[src/rtl/arm_mul_cfg.svh]
`ifndef ARM_MUL_CFG_SVH
`define ARM_MUL_CFG_SVH

// width of one architectural word of the core
`define ARM_MUL_WORD_W 32

// the Booth loop runs one extra step because both operands are widened by a
// sign or zero bit so that unsigned and signed operands share the same recoding
`define ARM_MUL_ITER (`ARM_MUL_WORD_W + 1)

`endif
[src/rtl/arm_mul_pkg.sv]
`include "arm_mul_cfg.svh"

package arm_mul_pkg;

    // one register-file word as seen by the multiply unit
    typedef logic [`ARM_MUL_WORD_W-1:0] word_t;

    // a pair of words, used for the full product and for the long accumulator
    // the upper word sits in the high half just as RdHi:RdLo is laid out
    typedef logic [2*`ARM_MUL_WORD_W-1:0] dword_t;

    // multiply commands accepted by the unit
    // the two low bits separate the families and bit 2 marks the signed long forms
    // MUL and MLA return a single word and keep the low half of the product
    // UMULL and UMLAL treat both operands as unsigned and return a double word
    // SMULL and SMLAL treat both operands as two's complement
    typedef enum logic [2:0] {
        // Rd = Rm * Rs
        MUL   = 3'b000,
        // Rd = Rm * Rs + Rn
        MLA   = 3'b001,
        // RdHi:RdLo = Rm * Rs, unsigned
        UMULL = 3'b010,
        // RdHi:RdLo = Rm * Rs + RdHi:RdLo, unsigned
        UMLAL = 3'b011,
        // RdHi:RdLo = Rm * Rs, signed
        SMULL = 3'b110,
        // RdHi:RdLo = Rm * Rs + RdHi:RdLo, signed
        SMLAL = 3'b111
    } mul_op_e;

    // encodings 3'b100 and 3'b101 are not used by the core
    // the command register treats them like MUL so the unit never hangs

endpackage

[src/rtl/arm_mul_unit.sv]
`timescale 1ns/1ps
`include "arm_mul_cfg.svh"

module arm_mul_unit import arm_mul_pkg::*; (
    input  logic    clk,
    input  logic    arst_n,
    input  logic    start,
    input  mul_op_e op,
    input  word_t   a,
    input  word_t   b,
    input  word_t   acc_hi,
    input  word_t   acc_lo,
    output logic    busy,
    output logic    valid,
    output word_t   q_hi,
    output word_t   q_lo,
    output logic    n,
    output logic    z
);

    // command slot to Booth core
    logic   go;
    word_t  mcand;
    word_t  mplier;
    logic   is_signed;

    // command slot to accumulate stage
    logic   is_long;
    logic   add_acc;
    dword_t acc;

    // Booth core to accumulate stage
    logic   done;
    dword_t product;

    // one command is held here from start until its result is valid
    mul_cmd_reg u_cmd (
        .clk       (clk),
        .arst_n    (arst_n),
        .start     (start),
        .op        (op),
        .a         (a),
        .b         (b),
        .acc_hi    (acc_hi),
        .acc_lo    (acc_lo),
        .valid     (valid),
        .busy      (busy),
        .go        (go),
        .mcand     (mcand),
        .mplier    (mplier),
        .is_signed (is_signed),
        .is_long   (is_long),
        .add_acc   (add_acc),
        .acc       (acc)
    );

    // iterative multiplier taking `ARM_MUL_ITER steps per product
    booth_radix2_core u_booth (
        .clk       (clk),
        .arst_n    (arst_n),
        .go        (go),
        .mcand     (mcand),
        .mplier    (mplier),
        .is_signed (is_signed),
        .done      (done),
        .product   (product)
    );

    // accumulate, flag and register the result
    mul_accumulate_flags u_acc (
        .clk     (clk),
        .arst_n  (arst_n),
        .done    (done),
        .product (product),
        .acc     (acc),
        .add_acc (add_acc),
        .is_long (is_long),
        .valid   (valid),
        .q_hi    (q_hi),
        .q_lo    (q_lo),
        .n       (n),
        .z       (z)
    );

endmodule

[src/rtl/mul_accumulate_flags.sv]
`timescale 1ns/1ps
`include "arm_mul_cfg.svh"

module mul_accumulate_flags import arm_mul_pkg::*; (
    input  logic   clk,
    input  logic   arst_n,
    input  logic   done,
    input  dword_t product,
    input  dword_t acc,
    input  logic   add_acc,
    input  logic   is_long,
    output logic   valid,
    output word_t  q_hi,
    output word_t  q_lo,
    output logic   n,
    output logic   z
);

    dword_t sum;
    word_t  sum_hi;
    word_t  sum_lo;
    logic   sum_n;
    logic   sum_z;

    // the accumulate step is a plain double-word add
    // for MLA the accumulator arrives zero-extended so carries into the
    // upper word do not matter for the visible result
    always_comb begin
        if (add_acc) begin
            sum = product + acc;
        end else begin
            sum = product;
        end
    end

    assign sum_hi = sum[2*`ARM_MUL_WORD_W-1:`ARM_MUL_WORD_W];
    assign sum_lo = sum[`ARM_MUL_WORD_W-1:0];

    // flags follow the width of the destination
    // long forms look at RdHi:RdLo as one 64-bit value
    // short forms look only at the single destination word
    always_comb begin
        if (is_long) begin
            sum_n = sum_hi[`ARM_MUL_WORD_W-1];
            sum_z = (sum == '0);
        end else begin
            sum_n = sum_lo[`ARM_MUL_WORD_W-1];
            sum_z = (sum_lo == '0);
        end
    end

    // result registers
    // they change only on done and so stay stable between two valid pulses
    always_ff @(posedge clk or negedge arst_n) begin
        if (!arst_n) begin
            valid <= 1'b0;
            q_hi  <= '0;
            q_lo  <= '0;
            n     <= 1'b0;
            z     <= 1'b0;
        end else begin
            valid <= done;
            if (done) begin
                // q_hi is always written although short forms ignore it
                q_hi <= sum_hi;
                q_lo <= sum_lo;
                n    <= sum_n;
                z    <= sum_z;
            end
        end
    end

endmodule

[src/rtl/booth_radix2_core.sv]
`timescale 1ns/1ps
`include "arm_mul_cfg.svh"

module booth_radix2_core import arm_mul_pkg::*; (
    input  logic   clk,
    input  logic   arst_n,
    input  logic   go,
    input  word_t  mcand,
    input  word_t  mplier,
    input  logic   is_signed,
    output logic   done,
    output dword_t product
);

    // the multiplier register is one bit wider than a word
    localparam int QW    = `ARM_MUL_WORD_W + 1;
    // the partial product carries a guard bit on top of the widened multiplicand
    // so that adding or subtracting it never overflows
    localparam int AW    = `ARM_MUL_WORD_W + 2;
    localparam int CNT_W = $clog2(`ARM_MUL_ITER + 1);

    logic [AW-1:0]    m_r;
    logic [AW-1:0]    a_r;
    logic [QW-1:0]    q_r;
    logic             qm1_r;
    logic [AW-1:0]    a_sum;
    logic [AW-1:0]    m_ext;
    logic [QW-1:0]    q_ext;
    logic [CNT_W-1:0] cnt;
    logic             running;

    assign running = (cnt != '0);

    // widen both operands, by sign for SMULL and SMLAL and by zero otherwise
    // after this both look like positive or negative two's complement values
    always_comb begin
        if (is_signed) begin
            m_ext = {{2{mcand[`ARM_MUL_WORD_W-1]}}, mcand};
            q_ext = {mplier[`ARM_MUL_WORD_W-1], mplier};
        end else begin
            m_ext = {2'b00, mcand};
            q_ext = {1'b0, mplier};
        end
    end

    // radix-2 Booth recoding of the current bit pair of the multiplier
    // 01 ends a run of ones so the multiplicand is added
    // 10 starts a run of ones so the multiplicand is subtracted
    always_comb begin
        unique case ({q_r[0], qm1_r})
            2'b01:   a_sum = a_r + m_r;
            2'b10:   a_sum = a_r - m_r;
            default: a_sum = a_r;
        endcase
    end

    // iteration counter and done pulse
    always_ff @(posedge clk or negedge arst_n) begin
        if (!arst_n) begin
            cnt  <= '0;
            done <= 1'b0;
        end else begin
            done <= 1'b0;
            if (go) begin
                cnt <= CNT_W'(`ARM_MUL_ITER);
            end else if (running) begin
                cnt <= cnt - 1'b1;
                // the last step is taken on this edge
                if (cnt == CNT_W'(1)) begin
                    done <= 1'b1;
                end
            end
        end
    end

    // shift register {a_r, q_r, qm1_r}
    always_ff @(posedge clk) begin
        if (go) begin
            m_r   <= m_ext;
            a_r   <= '0;
            q_r   <= q_ext;
            qm1_r <= 1'b0;
        end else if (running) begin
            // arithmetic right shift of the whole register after the add step
            a_r   <= {a_sum[AW-1], a_sum[AW-1:1]};
            q_r   <= {a_sum[0], q_r[QW-1:1]};
            qm1_r <= q_r[0];
        end
    end

    // after the last shift {a_r, q_r} holds the full product
    // only the low two words are architecturally visible
    assign product = {a_r[`ARM_MUL_WORD_W-2:0], q_r};

endmodule

[src/rtl/mul_cmd_reg.sv]
`timescale 1ns/1ps
`include "arm_mul_cfg.svh"

module mul_cmd_reg import arm_mul_pkg::*; (
    input  logic    clk,
    input  logic    arst_n,
    input  logic    start,
    input  mul_op_e op,
    input  word_t   a,
    input  word_t   b,
    input  word_t   acc_hi,
    input  word_t   acc_lo,
    input  logic    valid,
    output logic    busy,
    output logic    go,
    output word_t   mcand,
    output word_t   mplier,
    output logic    is_signed,
    output logic    is_long,
    output logic    add_acc,
    output dword_t  acc
);

    logic   busy_r;
    logic   accept;
    logic   dec_signed;
    logic   dec_long;
    logic   dec_add;
    dword_t dec_acc;

    // the result leaves in the cycle where valid is high, so the unit already
    // reports itself idle there and a back-to-back start can be taken
    assign busy   = busy_r & ~valid;
    assign accept = start & ~busy;

    // decode the command into the three control bits used downstream
    always_comb begin
        dec_signed = 1'b0;
        dec_long   = 1'b0;
        dec_add    = 1'b0;
        unique case (op)
            MLA:     dec_add = 1'b1;
            UMULL:   dec_long = 1'b1;
            UMLAL: begin
                dec_long = 1'b1;
                dec_add  = 1'b1;
            end
            SMULL: begin
                dec_long   = 1'b1;
                dec_signed = 1'b1;
            end
            SMLAL: begin
                dec_long   = 1'b1;
                dec_signed = 1'b1;
                dec_add    = 1'b1;
            end
            default: ;
        endcase
        // long forms accumulate into RdHi:RdLo, MLA only adds a single word
        if (dec_long) begin
            dec_acc = {acc_hi, acc_lo};
        end else begin
            dec_acc = {{`ARM_MUL_WORD_W{1'b0}}, acc_lo};
        end
    end

    // control state of the command slot
    always_ff @(posedge clk or negedge arst_n) begin
        if (!arst_n) begin
            busy_r    <= 1'b0;
            go        <= 1'b0;
            is_signed <= 1'b0;
            is_long   <= 1'b0;
            add_acc   <= 1'b0;
        end else begin
            // go is high only for the cycle after start is accepted
            go <= accept;
            if (accept) begin
                busy_r    <= 1'b1;
                is_signed <= dec_signed;
                is_long   <= dec_long;
                add_acc   <= dec_add;
            end else if (valid) begin
                busy_r <= 1'b0;
            end
        end
    end

    // operands and accumulator are held for the whole operation
    always_ff @(posedge clk) begin
        if (accept) begin
            mcand  <= a;
            mplier <= b;
            acc    <= dec_acc;
        end
    end

endmodule

[config.mk]
export PLATFORM = sky130hd
export DESIGN_NAME = arm_mul_unit
export DESIGN_NICKNAME = d
export VERILOG_FILES = /design/src/rtl/arm_mul_pkg.sv /design/src/rtl/arm_mul_unit.sv /design/src/rtl/mul_accumulate_flags.sv /design/src/rtl/booth_radix2_core.sv /design/src/rtl/mul_cmd_reg.sv
export VERILOG_INCLUDE_DIRS = /design/src /design/src/rtl
export SDC_FILE = /design/constraint.sdc
export NUM_CORES = 1
export LEC_CHECK = 0
export ABC_CLOCK_PERIOD_IN_PS = 4100
export BUFFER_PORTS_ARGS = -buffer_cell sky130_fd_sc_hd__buf_4
export CAP_MARGIN = 20
export CORE_ASPECT_RATIO = 0.7
export CORE_MARGIN = 8
export CORE_UTILIZATION = 50
export CTS_CLUSTER_SIZE = 14
export DETAILED_ROUTE_END_ITERATION = 7
export GPL_TIMING_DRIVEN = 0
export PLACE_DENSITY = 0.72
export SYNTH_ARGS = -nofsm -noshare
export SYNTH_HDL_FRONTEND = slang
export SYNTH_SLANG_ARGS = --single-unit
[constraint.sdc]
create_clock -name clk -period 4.1 [get_ports clk]
set_input_delay 1.025 -clock clk [delete_from_list [all_inputs] [get_ports clk]]
set_output_delay 1.025 -clock clk [all_outputs]
set_load 0.05 [all_outputs]
==> results of run 1 <==
routing by layer:
| metal | global-route usage [%] | vias up |
|---|---|---|
| met1 | 42.4 | 8065 |
| met5 | 0 | - |
| met2 | 38.0 | 948 |
| met4 | 6.69 | 0 |
| li1 | - | 7522 |
| met3 | 7.37 | 101 |
repair_timing:
item / 4_1_cts / 5_1_grt
gates resized for setup: 81 / 79
setup buffers: 31 / 31
endpoints found under the setup margin: 39 / 25
pin swaps: 31 / 55
hold buffers: 0 / 0
how the worst max path moves through the flow:
stage / end / from / slack (ps) / depth (start not counted)
6_report: u_booth.a_r[30]$_SDFFE_PP0N_ / u_booth.m_r[3]$_DFFE_PP_ / -290 / 17
5_1_grt: u_booth.a_r[30]$_SDFFE_PP0N_ / u_booth.m_r[3]$_DFFE_PP_ / -460 / 17
4_1_cts: u_booth.a_r[28]$_SDFFE_PP0N_ / u_booth.m_r[4]$_DFFE_PP_ / -290 / 20
3_5_place_dp: u_booth.a_r[32]$_SDFFE_PP0P_ / u_booth.q_r[0]$_DFFE_PP_ / -1650 / 17
3_3_place_gp: u_booth.a_r[32]$_SDFFE_PP0P_ / u_booth.q_r[0]$_DFFE_PP_ / -1490 / 17
2_1_floorplan: u_booth.a_r[30]$_SDFFE_PP0N_ / u_booth.m_r[5]$_DFFE_PP_ / -0.1 / 17
flip-flops by register name, indices dropped and copies added, names as in the netlist, 6 cells and up:
| name | flops |
|---|---|
| u_cmd.acc | 64 |
| u_acc.q_hi | 32 |
| u_cmd.mcand | 32 |
| u_acc.q_lo | 32 |
| u_cmd.mplier | 32 |
| u_booth.m_r | 33 |
| u_booth.q_r | 33 |
| u_booth.cnt | 6 |
| u_booth.a_r | 33 |
worst max-delay path: stages, from the launching register on:
cell	delay, ps
edfxtp_1	380
or4_4	600
nor3_4	190
nand3b_1	200
nor2b_4	230
nor2_2	50
xnor2_1	150
ha_1	370
nand2_2	90
o21ai_2	200
a221oi_2	110
nor3b_2	300
a2111oi_4	90
o31ai_4	310
a21oi_2	120
o311a_1	360
or3b_1	370
a211oi_2	180
synth_stat cells (37+ instances only):
library cell,n
a211oi_1,37
a21o_1,50
a21oi_1,182
and2_1,49
clkbuf_1,81
dfrtp_1,79
edfxtp_1,194
ha_1,101
inv_1,45
mux2_2,40
nand2_1,130
nor2_1,206
nor3_1,40
o21ai_0,94
xnor2_1,80
where the power goes:
part	total (mW)	switching [mW]	internal [mW]	leakage, nW
clock network	2.96	1.27	1.69	0.516
logic	0.137	0.0468	0.0899	5.62
registers	3.28	0	3.28	3.08
total	6.37	1.31	5.06	9.21
layout make-up:
class	instances	share of cell area (%)
Timing Repair Buffer	267	9.23
Tap cell	480	2.63
Buffer	89	1.59
Clock buffer	37	3.63
Sequential cell	307	37.2
Clock inverter	19	0.922
Antenna cell	1	0.0110
Multi-Input combinational cell	1414	44.0
Inverter	45	0.757
through the flow:
stage | instance area, µm² | setup TNS (ps) | instances | power (mW) | hold slack (ps)
after floorplan | 18400 | -0.135 | 1858 | 3.36 | 352
after global placement | 20500 | -110180 | 2539 | 3.47 | 402
after detailed placement | 20600 | -25360 | 2543 | 3.48 | 406
after CTS | 22200 | -1910 | 2628 | 6.39 | 421
after global routing | 22800 | -3820 | 2658 | 6.50 | 315
final | 22800 | -1700 | 2659 | 6.37 | 310
logic make-up after synthesis:
logic type,Yosys count
AO/OA/AOI/OAI,550
buffers and inverters,137
AND/OR/NAND/NOR,596
XOR/XNOR,100
adder cells (fa/ha/maj),103
flip-flops,307
multiplexers,65
==> impl_results.md, run 1 <==
- Final Hold Fails: 0
- Syn nets: 2095
- Critical Path RT: 4600 ps
- Syn Area/Cell: 9.87 µm²
- Vias: 16636
- CTS Buffer Depth: 3
- Nets: 2392
- Synth Area in Adders: 7.11%
- Final Worst Setup Slack: -288 ps
- Multiplexer area fraction after synthesis: 3.82%
- Worst-margin pin slew: 1040 ps
- Die height: 176 µm
- Fillers: 2937
- Worst reg2reg setup slack: -290 ps
- CTS Buf Count: 31
- Commonest cells after routing, fill and taps aside: buf_4, nor2_1, edfxtp_1
- WS Path Type: flip-flop to flip-flop
- GRT Total Usage: 27.6%
- Area Overhead vs Synth: 24.3%
- RSZ-0062 raised after global routing: yes
- Row count: 58
- DRC errors left: 0
- Worst min path class: input port to asynchronous set/reset pin
- Area of the multi-input gates: 0.0100 mm²
- Final antenna-violating net count: 0
- Routed length per instance: 23.8 µm
- Yosys top cell area share: 31.8%
- Initial antenna violation count: 2
- Compound-gate portion of the synthesized area: 19.5%
- Initial core utilization: 50.9%
- Final Routed Wirelength: 63200 µm
- Register area share after synthesis: 46.2%
- Number of flops mapped to enable cells by yosys: 194
- Port-buffer cells: 201
- Uppermost layer routed: met4
- Post-synthesis xor/xnor area fraction: 4.82%
- Status: finished with violations
- Cell accounting for the most synthesized area: edfxtp_1
- Pre-CTS setup slack: -1650 ps
- Full die area: 0.0432 mm²
- Critical Path Source Type: flip-flop
- Final period demand of the worst path: 4390 ps
- Num ports: 202
- Final Wtd Congestion: 0.979
- Final period utilization: 107%
- Post-synthesis cell type count: 83
- CTS root buf: clkbuf_16
- FF-to-FF Start: u_booth.m_r[3]$_DFFE_PP_
- Max FO, Critical Path: 4
- Max Cap Viol: 0
- Vias in the first global route: 15543
- Met3 Routed Length: 7120 µm
- Violated checks: negative setup slack
- Asr flop ratio synth: 25.7%
- Reg2reg path depth: 17
- Clock Latency Late Sink: 590 ps
- Clock skew: 11.5 ps
- Endpoint type of the worst setup path: flip-flop
- Count of pins over their slew limit: 0
- Synth Instances: 1858
- Metal-1 WL: 29200 µm
- DR WL met2: 25400 µm
- Largest net degree at the start of global routing: 80
- Top_reg_cell synth: edfxtp_1
- Setup violations, final: 9
- Power per Cell Area: 279 mW/mm²
- Drt via density: 6.26
- Ys Warns: 0
- Storage cell area: 0.00848 mm²
- Util after Layout: 63.2%
- Hpwl dp: 48000 µm
- Largest family of logic cells by synthesized area: compound AO/OA/AOI/OAI gates
- #FFs+latches synth: 307
- FF-to-FF End: u_booth.a_r[30]$_SDFFE_PP0N_
- Commonest non-fill, non-tap cell in the layout: buf_4
- Drt pass-1 iters: 6
- Starting DRT DRC Count: 1966
- Peak supply drop: 0.000331 V
- P_leak: 9.21 nW
- Clk sinks: 307
- Total core area: 0.0361 mm²
- CTS clk-pin slew, worst paths: 60 ps
- CTS tree: done
- Simple-gate portion of the synthesized area: 15.7%
- Max_slew headroom: 30.5%
- Share of post-route cells with drive strength above 1: 22.3%
- First-pass GRT wire length: 92700 µm
- Max Clock Freq: 0.228 GHz
- Worst Path Arrival: 4890 ps
- Largest cells by area after synthesis: edfxtp_1, dfrtp_1, ha_1
- Total grt overflow: 0
- Synth Cell Area: 0.0183 mm²
- Die W: 245 µm
- H-tree depth: 1
No activity file was read; power rests on OpenSTA's default activity.
==> inputs of run 2 (changes only) <==
- RECOVER_POWER: not set -> 50
==> impl_results.md, run 2 (synthesis gave the netlist of run 1 again) <==
- Util after Layout: 63.0% (was 63.2%)
- Sw frac: 20.5% (was 20.6%)
- CP peak stage delay: 600 ps (about the same)
- Count of pins over their slew limit: 94 (was 0)
- CTS tree: done (unchanged)
- Status: finished with violations (unchanged)
- TNS Setup: -1750 ps (was -1700 ps)
- Fin Hold WS: 421 ps (was 310 ps)
- Pre-CTS setup slack: -1650 ps (unchanged)
- Crit path from: u_booth.m_r[3]$_DFFE_PP_ (unchanged)
- Peak supply drop: 0.000328 V (was 0.000331 V)
- Die height: 176 µm (unchanged)
- Drt pass-1 iters: 6 (unchanged)
- Worst-margin pin slew: 1810 ps (was 1040 ps)
- Vias in the first global route: 15543 (unchanged)
- Clock Latency Late Sink: 590 ps (about the same)
- First-pass GRT wire length: 92700 µm (unchanged)
- Critical Path RT: 4590 ps (was 4600 ps)
- DRC errors left: 0 (unchanged)
- Final antenna-violating net count: 0 (unchanged)
- CTS Buffer Depth: 3 (unchanged)
- Total grt overflow: 0 (unchanged)
- Area Overhead vs Synth: 23.8% (was 24.3%)
- # diodes: 0 (was 1)
- Violated checks: max-capacitance violations, max-slew violations, negative setup slack (was negative setup slack)
- Row count: 58 (unchanged)
- FF-to-FF End: u_booth.a_r[30]$_SDFFE_PP0N_ (unchanged)
- WS Path Type: flip-flop to flip-flop (unchanged)
- RSZ-0062 raised after global routing: yes (unchanged)
- GRT Total Usage: 27.6% (unchanged)
- Area of the multi-input gates: 0.0100 mm² (unchanged)
- CTS clk-pin slew, worst paths: 60 ps (about the same)
- Total core area: 0.0361 mm² (unchanged)
- Hpwl dp: 48000 µm (unchanged)
- Final Routed Wirelength: 63000 µm (was 63200 µm)
- CTS root buf: clkbuf_16 (unchanged)
- DP Cell Count: 2543 (unchanged)
- Nets: 2392 (unchanged)
- Worst Path Arrival: 4870 ps (was 4890 ps)
- Worst min path class: flip-flop to flip-flop (was input port to asynchronous set/reset pin)
- Max FO, Critical Path: 4 (unchanged)
- Flop pwr share: 51.6% (was 51.5%)
- Max Cap Viol: 2 (was 0)
- Max Clock Freq: 0.228 GHz (about the same)
- Logic gate share of total power: 2.0% (was 2.1%)
- Worst path cell trace: or4_4 -> nor3_4 -> nand3b_1 -> nor2b_4 -> nor2_2 -> xnor2_1 -> ha_1 -> nand2_2 -> o21ai_2 -> a221oi_2 -> nor3b_2 -> a2111oi_4 -> o31ai_4 -> a21oi_2 -> o311a_1 -> or3b_1 -> a211oi_2 (unchanged)
- Slowest CP cell: or4_4 (unchanged)
- Final period utilization: 107% (about the same)
- Largest net degree at the start of global routing: 80 (unchanged)
- Max_slew headroom: -20.5% (was 30.5%)
- FF-to-FF Start: u_booth.m_r[3]$_DFFE_PP_ (unchanged)
- Pint: 5.05 mW (was 5.06 mW)
- Commonest non-fill, non-tap cell in the layout: nor2_1 (was buf_4)
- Final Wtd Congestion: 0.979 (unchanged)
- Power per Cell Area: 280 mW/mm² (was 279 mW/mm²)
- Non-filler cells, final: 2658 (was 2659)
- Routed length per instance: 23.7 µm (was 23.8 µm)
- Die W: 245 µm (unchanged)
- Initial core utilization: 50.9% (unchanged)
- Setup violations, final: 9 (unchanged)
- Max FFs per register: 64 (unchanged)
- Clock skew: 19.8 ps (was 11.5 ps)
- CTS Buf Count: 31 (unchanged)
- Clk sinks: 307 (unchanged)
- Worst reg2reg setup slack: -280 ps (was -290 ps)
- Storage cell area: 0.00848 mm² (unchanged)
- Num ports: 202 (unchanged)
- Endpoint type of the worst setup path: flip-flop (unchanged)
- P_leak: 9.14 nW (was 9.21 nW)
- Design Power: 6.35 mW (was 6.37 mW)
- Vias: 16524 (was 16636)
- Clk pwr share: 46.4% (about the same)
- Final Worst Setup Slack: -279 ps (was -288 ps)
- Setup crit end: u_booth.a_r[30]$_SDFFE_PP0N_ (unchanged)
- Full die area: 0.0432 mm² (unchanged)
- Initial antenna violation count: 2 (unchanged)
- Final Hold Fails: 0 (unchanged)
- H-tree depth: 1 (unchanged)
- Dpl cell area: 0.0206 mm² (unchanged)
- Commonest cells after routing, fill and taps aside: nor2_1, edfxtp_1, a21oi_1 (was buf_4, nor2_1, edfxtp_1)
- Drt via density: 6.22 (was 6.26)
- Final period demand of the worst path: 4380 ps (was 4390 ps)
- Largest Register: u_cmd.acc (unchanged)
- Share of post-route cells with drive strength above 1: 22.0% (was 22.3%)
- Fin area: 0.0227 mm² (was 0.0228 mm²)
- Fillers: 2951 (was 2937)
- Port-buffer cells: 201 (unchanged)
- Critical Path Source Type: flip-flop (unchanged)
- Reg2reg path depth: 17 (unchanged)
- Starting DRT DRC Count: 2024 (was 1966)
- P_sw: 1.30 mW (was 1.31 mW)
==> run 2: changes by cell type in the layout (fill, tap and decap cells not counted), sizes merged <==
cell	delta
buf	-103
diode	-1
clkbuf	+103
==> run 2: critical path, delay by kind of cell, from the launching register on <==
family | cells | cell delay [ps]
AOI/OAI and AO/OA | 7 | 1330
xor gates and xnor gates | 1 | 150
adders and majority gates | 1 | 360
DFF | 1 | 380
and+or+nand+nor | 8 | 2030
==> run 2: what timing repair did <==
action,in CTS,in global routing
endpoints found under the setup margin,39,25
hold buffers,0,0
pin swaps,31,55
gates resized for setup,81,79
setup buffers,31,31
==> run 2: layout make-up <==
class | count | share of cell area, %
Multi-Input combinational cell | 1414 | 44.2
Inverter | 45 | 0.749
Clock inverter | 19 | 0.925
Timing Repair Buffer | 267 | 8.88
Clock buffer | 37 | 3.65
Buffer | 89 | 1.59
Tap cell | 480 | 2.64
Sequential cell | 307 | 37.3
==> run 2: how the worst min path moves through the flow <==
stage / startpoint / end / slack (ps) / cells after the start
after floorplan: u_booth.done$_DFF_PN0_ / u_acc.valid$_DFF_PN0_ / 350 / 0
after global placement: u_cmd.mcand[23]$_DFFE_PP_ / u_booth.m_r[23]$_DFFE_PP_ / 400 / 0
after detailed placement: u_cmd.mcand[22]$_DFFE_PP_ / u_booth.m_r[22]$_DFFE_PP_ / 410 / 0
after CTS: u_cmd.mcand[5]$_DFFE_PP_ / u_booth.m_r[5]$_DFFE_PP_ / 420 / 0
after global routing: u_cmd.mcand[7]$_DFFE_PP_ / u_booth.m_r[7]$_DFFE_PP_ / 430 / 0
final: u_cmd.mcand[5]$_DFFE_PP_ / u_booth.m_r[5]$_DFFE_PP_ / 420 / 0
==> run 2: power by group through the flow <==
stage | registers [mW] | clock network [mW] | logic [mW]
floorplan | 3.34 | 0 | 0.0132
global placement | 3.34 | 0 | 0.130
detailed placement | 3.34 | 0 | 0.135
CTS | 3.28 | 2.98 | 0.135
global route | 3.28 | 3.08 | 0.139
finish | 3.28 | 2.95 | 0.127
==> run 2: per-layer routing <==
layer / track usage (%) / vias up / part of all wire (%)
li1: - / 7524 / -
met1: 42.4 / 8023 / 46
met2: 38.0 / 874 / 40
met3: 7.37 / 103 / 11
met4: 6.69 / 0 / 2.5
met5: 0 / - / 0
==> inputs of run 3 (changes only) <==
--- a/config.mk
+++ b/config.mk
@@ -7,5 +7,5 @@
 export NUM_CORES = 1
 export LEC_CHECK = 0
-export ABC_CLOCK_PERIOD_IN_PS = 4100
+export ABC_CLOCK_PERIOD_IN_PS = 4000
 export BUFFER_PORTS_ARGS = -buffer_cell sky130_fd_sc_hd__buf_4
 export CAP_MARGIN = 20
==> constraint.sdc (replaced) <==
create_clock -name clk -period 4 [get_ports clk]
set_input_delay 0 -clock clk [delete_from_list [all_inputs] [get_ports clk]]
set_output_delay 0 -clock clk [all_outputs]
set_load 0.05 [all_outputs]
==> impl_results.md, run 3 (synthesis gave the netlist of run 1 again) <==
- Status: finished with violations (unchanged)
- Violated checks: max-capacitance violations, max-slew violations, negative setup slack (unchanged)
- H-tree depth: 1 (unchanged)
- Max FFs per register: 64 (unchanged)
- Peak supply drop: 0.000333 V (was 0.000328 V)
- Max Clock Freq: 0.226 GHz (was 0.228 GHz)
- Count of pins over their slew limit: 64 (was 94)
- CTS root buf: clkbuf_16 (unchanged)
- Final Wtd Congestion: 0.948 (was 0.979)
- Worst path cell trace: or4_4 -> nor3_4 -> nand3b_1 -> buf_4 -> nor2b_4 -> and2_4 -> nor2_1 -> xnor2_1 -> ha_2 -> nand2_4 -> nor2_4 -> nand2_1 -> nor2_2 -> a2111oi_4 -> o31ai_4 -> a21oi_2 -> o311a_1 -> or3b_1 -> a211oi_1 (was or4_4 -> nor3_4 -> nand3b_1 -> nor2b_4 -> nor2_2 -> xnor2_1 -> ha_1 -> nand2_2 -> o21ai_2 -> a221oi_2 -> nor3b_2 -> a2111oi_4 -> o31ai_4 -> a21oi_2 -> o311a_1 -> or3b_1 -> a211oi_2)
- CTS clk-pin slew, worst paths: 60 ps (about the same)
- Initial core utilization: 50.9% (unchanged)
- CTS Buf Count: 30 (was 31)
- Share of post-route cells with drive strength above 1: 18.5% (was 22.0%)
- CP peak stage delay: 600 ps (about the same)
- Endpoint type of the worst setup path: flip-flop (unchanged)
- Port-buffer cells: 201 (unchanged)
- Num ports: 202 (unchanged)
- Final antenna-violating net count: 0 (unchanged)
- Total grt overflow: 0 (unchanged)
- Pre-CTS setup slack: -1660 ps (was -1650 ps)
- Critical Path Source Type: flip-flop (unchanged)
- First-pass GRT wire length: 98900 µm (was 92700 µm)
- DRC errors left: 0 (unchanged)
- Max Cap Viol: 1 (was 2)
- Commonest non-fill, non-tap cell in the layout: nor2_1 (unchanged)
- Final period utilization: 111% (was 107%)
- Critical Path RT: 4500 ps (was 4590 ps)
- Vias in the first global route: 16648 (was 15543)
- Final Routed Wirelength: 66200 µm (was 63000 µm)
- Initial antenna violation count: 3 (was 2)
- CTS Buffer Depth: 3 (unchanged)
- Max FO, Critical Path: 5 (was 4)
- GRT Total Usage: 29.3% (was 27.6%)
- RSZ-0062 raised after global routing: yes (unchanged)
- Full die area: 0.0432 mm² (unchanged)
- Max_slew headroom: -25.2% (was -20.5%)
- Total core area: 0.0361 mm² (unchanged)
- Die W: 245 µm (unchanged)
- Buf+Inv Stages, Crit Path: 1 (was 0)
- Area Overhead vs Synth: 30.1% (was 23.8%)
- Die height: 176 µm (unchanged)
- Commonest cells after routing, fill and taps aside: nor2_1, edfxtp_1, a21oi_1 (unchanged)
- Routed length per instance: 23.8 µm (was 23.7 µm)
- Largest Register: u_cmd.acc (unchanged)
- Family with the most delay on the worst path: simple AND/OR/NAND/NOR gates (unchanged)
- Drt via density: 6.19 (was 6.22)
- Util after Layout: 66.2% (was 63.0%)
- Power per Cell Area: 269 mW/mm² (was 280 mW/mm²)
- TNS Setup: -2730 ps (was -1750 ps)
- Largest net degree at the start of global routing: 80 (unchanged)
- Row count: 58 (unchanged)
- P_leak: 9.39 nW (was 9.14 nW)
- Nets: 2515 (was 2392)
- Design Power: 6.41 mW (was 6.35 mW)
- Final Hold Fails: 0 (unchanged)
- Clock Latency Late Sink: 590 ps (about the same)
- Worst-margin pin slew: 1880 ps (was 1810 ps)
- Clock skew: 23.7 ps (was 19.8 ps)
- Slowest CP cell: or4_4 (unchanged)
- Hpwl dp: 47900 µm (was 48000 µm)
- CTS tree: done (unchanged)
- Worst min path class: input port to flip-flop (was flip-flop to flip-flop)
- Starting DRT DRC Count: 1983 (was 2024)
- Final Worst Setup Slack: -431 ps (was -279 ps)
- Drt pass-1 iters: 6 (unchanged)
- WS Path Type: flip-flop to flip-flop (unchanged)
- Vias: 17216 (was 16524)
- Clk sinks: 307 (unchanged)
- Worst Path Arrival: 4930 ps (was 4870 ps)
- Final period demand of the worst path: 4430 ps (was 4380 ps)
- Setup violations, final: 10 (was 9)
## run 3: changes by cell type in the layout (fill, tap and decap cells not counted), sizes merged
cell and change:
clkinv -2, inv -1, clkbuf +58, buf -66, clkdlybuf4s15 +1, dlygate4sd3 +137, bufinv -4, clkinvlp +1
diode +1
## run 3: worst register-to-register path, delay by kind of cell, from the launching register on
kind                     cells  cell delay, ps
AO/OA/AOI/OAI                5            1070
AND/OR/NAND/NOR             11            2180
flip-flops                   1             380
buffers and inverters        1             190
adder cells (fa/ha/maj)      1             390
XOR/XNOR                     1             140
## run 3: cell type report
type                       instances  area, µm²
buffer                            81        345
inverter                          45        174
sequential                       307       8480
clock inverter                    13       83.8
multi-input combinational       1414      10200
timing repair buffer             399       3120
fill                            2783      12200
tap                              480        601
clock buffer                      43        876
antenna                            1       2.50
## run 3: what timing repair did
item / CTS / global route
endpoints found under the hold margin: 211 / 16
resized for setup: 114 / 73
hold buffers: 136 / 1
setup buffers: 40 / 19
pin swaps: 57 / 54
endpoints found under the setup margin: 44 / 26
## run 3: final timing paths
check | start | to | slack, ps | cells after the start
worst max register to register | u_booth.m_r[5]$_DFFE_PP_ | u_booth.a_r[30]$_SDFFE_PP0N_ | -430 | 19
worst max-delay path | u_booth.m_r[5]$_DFFE_PP_ | u_booth.a_r[30]$_SDFFE_PP0N_ | -430 | 19
min in group asynchronous | arst_n | u_booth.cnt[3]$_DFFE_PN0P_ | 630 | 3
worst min register to register | u_cmd.mcand[18]$_DFFE_PP_ | u_booth.m_r[18]$_DFFE_PP_ | 400 | 0
max in group asynchronous | arst_n | u_acc.q_lo[26]$_DFFE_PN0P_ | 1030 | 4
worst min-delay path | a[28] | u_cmd.mcand[28]$_DFFE_PP_ | 140 | 2
## run 3: where the power goes
group | switching (mW) | leakage [nW] | internal (mW)
logic | 0.0743 | 5.85 | 0.170
clock network | 1.28 | 0.462 | 1.53
registers | 0 | 3.08 | 3.36
## run 3: per-stage QoR
step | cell area (µm²) | cells | hold slack [ps]
after global routing | 23900 | 2783 | 138
after CTS | 23700 | 2770 | 105
final | 23900 | 2783 | 142
after floorplan | 18400 | 1858 | -296
after global placement | 20500 | 2539 | 178
after detailed placement | 20600 | 2542 | 179
## run 3: layer usage
metal | track usage, % | wire length, µm
met2 | 42.6 | 27700
met5 | 0 | 14
met3 | 5.72 | 6680
met4 | 6.29 | 1470
met1 | 44.6 | 30300
